`src/rtl/wb_config.svh`:
```
`ifndef WB_CONFIG_SVH
`define WB_CONFIG_SVH

// data, pc and memory address width
`define WB_XLEN 64

// integer register file depth
`define WB_NREG 32

// width of a register index
`define WB_REGIDX_W 5

// instruction word width
`define WB_INST_W 32

// load and store counters, instret is always WB_XLEN wide
`define WB_CNT_W 32

`endif

```
`src/rtl/wb_pkg.sv`:
```
`include "wb_config.svh"

package wb_pkg;

	// plain vectors for the widths that carry a meaning
	typedef logic [`WB_XLEN-1:0] xlen_t;
	typedef logic [`WB_INST_W-1:0] inst_t;
	typedef logic [`WB_REGIDX_W-1:0] reg_idx_t;
	typedef logic [`WB_CNT_W-1:0] cnt_t;

	// one instruction leaving the MEM stage
	typedef struct packed {
		xlen_t pc;
		inst_t inst;
		reg_idx_t rd;
		// instruction writes rd
		logic wen;
		xlen_t wdata;
		// load address
		xlen_t raddr;
		// store address
		xlen_t waddr;
	} mem_entry_t;

	// bundle for the hazard logic upstream
	typedef struct packed {
		// valid entry in WB that will write a nonzero rd
		logic writing;
		reg_idx_t rd;
		xlen_t wdata;
	} gpr_fwd_t;

	// memory access class of a retired instruction
	typedef enum logic [1:0] {
		ACC_NONE = 2'd0,
		ACC_LOAD = 2'd1,
		ACC_STORE = 2'd2
	} access_kind_e;

	// one retirement as reported by the monitor
	typedef struct packed {
		xlen_t pc;
		inst_t inst;
		access_kind_e kind;
		// raddr for loads, waddr for stores, else zero
		xlen_t addr;
	} retire_event_t;

endpackage

```
`src/rtl/wb_stage_reg.sv`:
```
module wb_stage_reg import wb_pkg::*; (
	input logic clk,
	input logic rst,
	input logic stall,
	input logic mem_valid,
	input mem_entry_t mem_entry,
	output logic wb_valid,
	output mem_entry_t wb_entry,
	output logic retire,
	output logic gpr_we,
	output gpr_fwd_t fwd
);

	logic fwd_rd_nonzero;

	// valid bit of the held entry
	// a stall freezes it, otherwise it follows the MEM stage
	always_ff @(posedge clk) begin
		if (rst) begin
			wb_valid <= 1'b0;
		end else if (!stall) begin
			wb_valid <= mem_valid;
		end
	end

	// payload of the held entry
	// only meaningful while wb_valid is set
	always_ff @(posedge clk) begin
		if (!stall) begin
			wb_entry <= mem_entry;
		end
	end

	// the entry leaves WB on the first unstalled edge,
	// so this fires exactly once per instruction
	always_comb begin
		retire = wb_valid && !stall;
	end

	// register file write, x0 is filtered inside the file
	always_comb begin
		gpr_we = retire && wb_entry.wen;
	end

	// x0 never produces a forward
	always_comb begin
		fwd_rd_nonzero = (wb_entry.rd != '0);
	end

	// forward bundle follows the held entry, stalled or not
	always_comb begin
		fwd.writing = wb_valid && wb_entry.wen && fwd_rd_nonzero;
		fwd.rd = wb_entry.rd;
		fwd.wdata = wb_entry.wdata;
	end

endmodule

```
`src/rtl/gpr_file.sv`:
```
`include "wb_config.svh"

module gpr_file import wb_pkg::*; (
	input logic clk,
	input logic rst,
	input logic we,
	input reg_idx_t waddr,
	input xlen_t wdata,
	input reg_idx_t raddr_a,
	input reg_idx_t raddr_b,
	output xlen_t rdata_a,
	output xlen_t rdata_b
);

	// integer register array, entry 0 is x0
	xlen_t regs [`WB_NREG];

	logic write_hit;

	// writes to x0 are dropped so it stays zero after reset
	always_comb begin
		write_hit = we && (waddr != '0);
	end

	// single write port
	always_ff @(posedge clk) begin
		if (rst) begin
			for (int i = 0; i < `WB_NREG; i++) begin
				regs[i] <= '0;
			end
		end else if (write_hit) begin
			regs[waddr] <= wdata;
		end
	end

	// two asynchronous read ports
	// no bypass from the write port, a write shows up one cycle later
	always_comb begin
		rdata_a = regs[raddr_a];
	end

	always_comb begin
		rdata_b = regs[raddr_b];
	end

endmodule

```
`src/rtl/retire_monitor.sv`:
```
module retire_monitor import wb_pkg::*; (
	input logic clk,
	input logic rst,
	input logic retire,
	input mem_entry_t entry,
	output logic retire_valid,
	output retire_event_t retire_event,
	output xlen_t instret,
	output cnt_t load_count,
	output cnt_t store_count
);

	// RV64I major opcodes for memory access
	localparam logic [6:0] OPC_LOAD = 7'b0000011;
	localparam logic [6:0] OPC_STORE = 7'b0100011;

	logic [6:0] opcode;
	logic [2:0] funct3;
	access_kind_e kind;
	xlen_t addr;
	retire_event_t event_next;

	// instruction fields
	always_comb begin
		opcode = entry.inst[6:0];
		funct3 = entry.inst[14:12];
	end

	// loads: lb lh lw ld lbu lhu lwu (funct3 0..6)
	// stores: sb sh sw sd (funct3 0..3)
	// undefined funct3 on either opcode is reported as no access
	always_comb begin
		case (opcode)
			OPC_LOAD: begin
				if (funct3 != 3'b111) begin
					kind = ACC_LOAD;
				end else begin
					kind = ACC_NONE;
				end
			end
			OPC_STORE: begin
				if (!funct3[2]) begin
					kind = ACC_STORE;
				end else begin
					kind = ACC_NONE;
				end
			end
			default: begin
				kind = ACC_NONE;
			end
		endcase
	end

	// pick the address that matches the access
	always_comb begin
		case (kind)
			ACC_LOAD: addr = entry.raddr;
			ACC_STORE: addr = entry.waddr;
			default: addr = '0;
		endcase
	end

	always_comb begin
		event_next.pc = entry.pc;
		event_next.inst = entry.inst;
		event_next.kind = kind;
		event_next.addr = addr;
	end

	// one-cycle event pulse, one cycle behind the retire strobe
	always_ff @(posedge clk) begin
		if (rst) begin
			retire_valid <= 1'b0;
		end else begin
			retire_valid <= retire;
		end
	end

	// event payload only loads on a retirement
	always_ff @(posedge clk) begin
		if (retire) begin
			retire_event <= event_next;
		end
	end

	// retirement counters, updated on the same edge as the event
	always_ff @(posedge clk) begin
		if (rst) begin
			instret <= '0;
			load_count <= '0;
			store_count <= '0;
		end else if (retire) begin
			instret <= instret + xlen_t'(1);
			if (kind == ACC_LOAD) begin
				load_count <= load_count + cnt_t'(1);
			end
			if (kind == ACC_STORE) begin
				store_count <= store_count + cnt_t'(1);
			end
		end
	end

endmodule

```
`src/rtl/wb_subsystem_top.sv`:
```
module wb_subsystem_top import wb_pkg::*; (
	input logic clk,
	input logic rst,
	input logic stall,
	input logic mem_valid,
	input mem_entry_t mem_entry,
	input reg_idx_t raddr_a,
	input reg_idx_t raddr_b,
	output xlen_t rdata_a,
	output xlen_t rdata_b,
	output gpr_fwd_t fwd,
	output logic retire_valid,
	output retire_event_t retire_event,
	output xlen_t instret,
	output cnt_t load_count,
	output cnt_t store_count
);

	mem_entry_t wb_entry;
	logic retire;
	logic gpr_we;

	// MEM/WB register
	// the held valid bit is visible outside only through retire and fwd
	wb_stage_reg wb_stage_reg_i (
		.clk(clk),
		.rst(rst),
		.stall(stall),
		.mem_valid(mem_valid),
		.mem_entry(mem_entry),
		.wb_valid(),
		.wb_entry(wb_entry),
		.retire(retire),
		.gpr_we(gpr_we),
		.fwd(fwd)
	);

	// integer register file, written by the retiring entry
	gpr_file gpr_file_i (
		.clk(clk),
		.rst(rst),
		.we(gpr_we),
		.waddr(wb_entry.rd),
		.wdata(wb_entry.wdata),
		.raddr_a(raddr_a),
		.raddr_b(raddr_b),
		.rdata_a(rdata_a),
		.rdata_b(rdata_b)
	);

	// retire events and counters
	retire_monitor retire_monitor_i (
		.clk(clk),
		.rst(rst),
		.retire(retire),
		.entry(wb_entry),
		.retire_valid(retire_valid),
		.retire_event(retire_event),
		.instret(instret),
		.load_count(load_count),
		.store_count(store_count)
	);

endmodule

```
`config.mk`:
```
export PLATFORM = sky130hd
export DESIGN_NAME = wb_subsystem_top
export DESIGN_NICKNAME = d
export VERILOG_FILES = /design/src/rtl/wb_pkg.sv /design/src/rtl/wb_stage_reg.sv /design/src/rtl/gpr_file.sv /design/src/rtl/retire_monitor.sv /design/src/rtl/wb_subsystem_top.sv
export VERILOG_INCLUDE_DIRS = /design/src /design/src/rtl
export SDC_FILE = /design/constraint.sdc
export NUM_CORES = 2
export LEC_CHECK = 0
export ABC_AREA = 1
export BUFFER_PORTS_ARGS = -buffer_cell sky130_fd_sc_hd__buf_2
export CORE_MARGIN = 2
export CORE_UTILIZATION = 30
export CTS_BUF_LIST = sky130_fd_sc_hd__clkbuf_4 sky130_fd_sc_hd__clkbuf_8
export CTS_CLUSTER_DIAMETER = 200
export CTS_CLUSTER_SIZE = 8
export DETAILED_ROUTE_END_ITERATION = 7
export MAX_ROUTING_LAYER = met4
export PLACE_DENSITY = 0.49
export SKIP_LAST_GASP = 1
export SLEW_MARGIN = 10
export SYNTH_ARGS = -nofsm -noshare
export SYNTH_HDL_FRONTEND = slang
export SYNTH_SLANG_ARGS = --single-unit
```
`constraint.sdc`:
```
create_clock -name clk -period 9.3 [get_ports clk]
set_clock_uncertainty 0.2 [all_clocks]
set_input_delay 0.93 -clock clk [delete_from_list [all_inputs] [get_ports clk]]
set_output_delay 0.93 -clock clk [all_outputs]
set_load 0.05 [all_outputs]
```
# After elaboration in Yosys (flattened, before gate mapping)
# Memories as Yosys holds them, arrays and structs flattened.
# Cells that the tools add are included.
# word_totals
regBits	586
mem_bits_rw	2048
inputBits	308
out_inout_bits	489
word_cells	47
n_memories	1
# memory_table
memory	depth	word_bits	rd	rd_ports_with_merged_regs	wr	line	rtl
gpr_file_i.regs	32	64	2	0	32	gpr_file.sv:16	xlen_t regs [`WB_NREG];
# classes
addsub	3
n_eq_ne	5
mux	12
n_reduce_logical	10
# ops
operator	count
one-hot mux 64 bit (2 select lines)	1
adder 32 x 1 -> 32 bit (second input constant)	2
adder 64 x 1 -> 64 bit (second input constant)	1
2-to-1 mux 64 bit	1
OR reduction 64 bit	1
== test 7 x 2 -> 1 bit (second input constant)	1
== test 7 x 6 -> 1 bit (second input constant)	1
2-to-1 mux 1 bit	7
logical AND 1 bit	5
2-to-1 mux 5 bit	1
nonzero test 5 bit	1
one-hot mux 2 bit (2 select lines)	1
AND reduction 2 bit	2
!= test 3 bit (second input constant)	1
== test 2 x 1 -> 1 bit (second input constant)	1
== test 2 bit (second input constant)	1
2-to-1 mux 2 bit	1
logical NOT 1 bit	1

# Longest topological paths before layout
# depth
ltp_word	9
depth_mapped	15
mapped_depth_nobuf	14

# Hierarchy
# A second synthesis with hierarchy kept.
# unflattened
hier_cells	15722
area_unflattened_um2	133899.7
# by_module_without_submodules
module	n_inst	cells_each	area_per_inst_um2
gpr_file	1	13736	111177.9
retire_monitor	1	1607	13292.7
wb_stage_reg	1	379	9429.0

# Worst setup path after synthesis
# OpenSTA, ideal clock, no wires.
# synth_timing
path_type	input-to-reg
from	input stall
to	memory gpr_file_i.regs[31][0] (netlist bit) (enable)
arrival_ns	6.555
required_time_ns	8.676
slack_ns	2.122
stages	7
cell_sequence	inv_2 > nand3_4 > nor2_4 > nand2_1 > buf_6 > buf_6 > nand2_1
# synth_rtl
item	line	rtl
start: declaration	wb_subsystem_top.sv:4	input logic stall,
end: declaration	gpr_file.sv:16	

# Worst setup path in the final report
# layout_timing
from	input raddr_a[0]
to	output rdata_a[52]
# layout_between
elab_chain_len	1
# layout_rtl
item	line	rtl
start: declaration	wb_subsystem_top.sv:7	input reg_idx_t raddr_a,
memory (32 x 64 bit)	n/a	
end: declaration	wb_subsystem_top.sv:9	output xlen_t rdata_a,
# No other way between the ends.

==> summary.json <==
{
  "outcome": {
    "outcome": "finished clean"
  },
  "min_path": {
    "min_delay_worst_endpoint": "retire_monitor_i.retire_event[145]",
    "min_delay_path_depth": 0,
    "timing.hold.worst.class": "reg -> reg",
    "holdCritStartpoint": "wb_stage_reg_i.wb_entry[277]"
  },
  "routing": {
    "drt-wirelength-per-cell_um": 28.1,
    "drc_errors": 0,
    "vias": 116000,
    "drtPass1Iterations": 7,
    "ant_nets": 0,
    "routed_wirelength_um": 590000,
    "vias_per_cell": 5.52,
    "drt_iter0_drc": 14700
  },
  "worst_setup_path": {
    "peak_per_stage_delay_on_the_critical_path_ns": 0.90,
    "critical_register_to_register_path_endpoint": "gpr_file_i.regs[18][51]",
    "timing.reg2reg.setup_slack_ns": 4.07,
    "slowest_stage_cell_cp": "buf_4",
    "worst-path-buf-inv": 4,
    "worst-path-max-fanout": 94,
    "rr_worst_depth": 5,
    "timing.critical_path.arrival_ns": 4.76,
    "worstSetupStartpointType": "input pin",
    "setup.worst_path.class": "in -> out",
    "gate_family_responsible_for_the_most_delay_along_the_worst_path": "buffers and inverters",
    "critical_path.cell_chain": "buf_8, buf_4, buf_4, o21ai_0, o22ai_1, nand2_1, nand3_1, nand3_1, nand2_1, buf_2",
    "regToRegStartpoint": "wb_stage_reg_i.fwd[68]",
    "worst_ep_required_time_ns": 8.17,
    "critPathCaptureType": "primary output"
  },
  "layout": {
    "final_layout_size_suffix_gt1_share_pct": 10.8,
    "flow.area_growth_from_synthesis_pct": 11.8,
    "finish.net_count": 15400,
    "design_area_um2": 148000
  },
  "power_and_ir_drop": {
    "clockPowerShare_pct": 33.1,
    "power.switching_mw": 7.83,
    "power.share.combinational_pct": 13.8,
    "p_int_mw": 18.0,
    "power-per-cell-area_nw_per_um2": 175,
    "ir_drop_uv": 127,
    "power.sequential.fraction_pct": 53.1,
    "p_leak_nw": 55.4,
    "total_power_mw": 25.8,
    "power_switching_share_pct": 30.3
  },
  "placed_design": {
    "place.detailed.hpwl_um": 309000,
    "routabilityCongestion": 0.867,
    "placement.io_buffers": 796,
    "placement.cell_area_um2": 139000
  },
  "synth": {
    "synth-warning-count": 0,
    "syn-instance-count": 14700,
    "synth.avg_cell_area_um2": 8.99,
    "post_synthesis_register_bit_count": 2634,
    "synth_area_um2": 132000,
    "synth.lib_cells_used.distinct": 45,
    "post_synthesis_sequential_area_ratio_pct": 58.9
  },
  "sta": {
    "unrepaired_setup_endpoints_after_global_routing": "false",
    "report.final.slew_viol_count": 0,
    "tns_ns": 0,
    "hold_viol": 0,
    "fmaxAchievable_ghz": 0.170,
    "tightestPinTransition_ns": 1.36,
    "final.min_clock_period_ns": 5.89,
    "max_slew_margin_pct": 9.35,
    "setup_viol_count_final": 0,
    "final.period_utilization_pct": 63.3
  },
  "clock_network": {
    "root_buffer": "clkbuf_8",
    "numCtsBuffers": 368,
    "worst_skew_pair.late_latency_ns": 1.19,
    "clkSlewWorstSetupHoldPaths_ns": 0.08,
    "tritoncts_clock_tree": "built",
    "clk_path_buf_depth": 4,
    "cts_num_sinks": 2634,
    "h-tree-depth": 5,
    "cts-resized-gates": 0
  },
  "floorplanning": {
    "coreArea_um2": 438000,
    "core.rowCount": 243,
    "dieWidth_um": 668,
    "initial_core_util_pct": 30.1,
    "ioPinCount": 797,
    "die_area_um2": 446000,
    "dieHeight_um": 668
  },
  "global_routing": {
    "grt_usage_pct": 26.2,
    "first_global_vias": 110000,
    "grt.overflow.total": 0,
    "grt_first_pass_wirelength_um": 822000,
    "grt_max_degree": 205,
    "grt_antenna_before_repair": 35
  },
  "flow_run": {
    "drv_cap": 0
  }
}
==> sequential cells by signal, summed over array words and instances (netlist names) <==
signal and cells:
wb_stage_reg_i.fwd 69, gpr_file_i.regs 2048, wb_stage_reg_i.wb_entry 225, retire_monitor_i.instret 64, retire_monitor_i.retire_event 162, retire_monitor_i.store_count 32, retire_monitor_i.retire_valid 1, retire_monitor_i.load_count 32
wb_stage_reg_i.wb_valid 1
==> synthesized netlist by cell type (all sizes together) <==
master / instances / share of area [%]
clkbuf: 666 / 1.9
a21o: 1 / 0.0057
a21oi: 401 / 1.5
nand2: 2519 / 7.2
o21a: 5 / 0.028
a31oi: 2 / 0.0095
a211oi: 3 / 0.017
nor3b: 8 / 0.049
edfxtp: 2504 / 57
conb: 1 / 0.0028
ha: 5 / 0.047
o22ai: 616 / 2.9
xor2: 16 / 0.11
nor3: 32 / 0.13
a311oi: 1 / 0.0066
nor2: 3496 / 10
nand3: 1739 / 6.6
o21bai: 4 / 0.023
buf: 729 / 3.6
nand3b: 1 / 0.0057
nand4: 28 / 0.13
o31ai: 2 / 0.011
nor4: 1 / 0.0047
xnor2: 5 / 0.033
or2: 1 / 0.0047
and3: 1 / 0.0047
clkinv: 2 / 0.0057
inv: 298 / 0.85
o21ai: 1491 / 5.6
and2: 1 / 0.0047
dfxtp: 130 / 2.0
==> layout make-up <==
cell class                 instances  area (um^2)
clock inverter                    26          302
fill                           45000       291000
inverter                         300         1210
antenna                           40          100
multi-input combinational      10400        46800
timing repair buffer            1295         8900
sequential                      2634        77800
tap                             5880         7360
clock buffer                     404         5360
==> through the flow <==
stage	hold WS (ns)	worst slack, ns	utilization [%]	std cells
floorplan	0.200	2.12	-	14800
CTS	0.0820	3.59	33.7	21000
global placement	0.200	3.59	31.7	20300
global route	0.181	3.34	33.7	21000
finish	0.203	3.41	33.7	21000
detailed placement	0.205	3.60	31.7	20300
==> cell usage in the layout (no fill, tap or decap), types with 5 or more instances in the layout <==
master | Yosys | routed
dfxtp_1 | 130 | 130
a21oi_1 | 401 | 401
nand3_1 | 1736 | 1736
nand2_4 | 3 | 65
xnor2_1 | 5 | 5
nor3_1 | 30 | 26
inv_8 | 0 | 11
inv_6 | 0 | 10
buf_12 | 0 | 26
nor2_1 | 3383 | 3383
clkbuf_4 | 0 | 32
nand2_1 | 2515 | 2453
buf_4 | 157 | 175
nor2_4 | 51 | 51
buf_8 | 0 | 9
nand4_1 | 28 | 28
buf_2 | 347 | 785
o21ai_0 | 1488 | 1488
conb_1 | 1 | 64
xor2_1 | 16 | 16
o22ai_1 | 616 | 616
o21a_1 | 5 | 5
diode_2 | 0 | 40
inv_1 | 293 | 283
edfxtp_1 | 2504 | 2504
nor2_2 | 60 | 60
dlygate4sd3_1 | 0 | 298
nor3_2 | 2 | 6
clkbuf_8 | 0 | 372
nor3b_1 | 7 | 7
==> timing repair <==
item	CTS	global route
endpoints found under the hold margin	316	0
hold buffers	298	0
setup buffers	0	0
==> power groups by stage <==
stage,Sequential [mW],Combinational [mW],Clock [mW]
floorplan,13.9,2.06,0
global placement,14.0,3.39,0
detailed placement,14.0,3.39,0
CTS,13.7,3.50,8.72
global route,13.8,3.74,9.10
finish,13.7,3.56,8.55
==> logic make-up (layout without fill, tap and decap cells) <==
group                      Yosys count  in the layout  synth area share, %
xor gates and xnor gates            21             21                0.139
and+or+nand+nor                   7827           7827                 24.5
buffers and inverters             1695           2025                 6.31
other                                1            104              0.00284
AOI/OAI and AO/OA                 2526           2526                 10.2
DFF                               2634           2634                 58.9
adders and majority gates            5              5               0.0473
==> how the worst max path moves through the flow <==
stage / startpoint / endpoint / slack [ns] / cells past startpoint
floorplan: stall / gpr_file_i.regs[31][0] / 2.12 / 7
global placement: raddr_a[0] / rdata_a[45] / 3.59 / 10
detailed placement: raddr_a[0] / rdata_a[52] / 3.60 / 10
CTS: raddr_a[0] / rdata_a[45] / 3.59 / 10
global route: raddr_a[0] / rdata_a[52] / 3.34 / 10
finish: raddr_a[0] / rdata_a[52] / 3.41 / 10
==> metal layers <==
layer / vias to the layer above / GRT usage [%] / wire, um
li1: 50800 / - / -
met1: 56500 / 32.4 / 229000
met2: 7319 / 40.5 / 266000
met3: 1525 / 5.52 / 61300
met4: 0 / 13.4 / 34100
met5: - / - / 0
No activity file was read; power rests on OpenSTA's default activity.
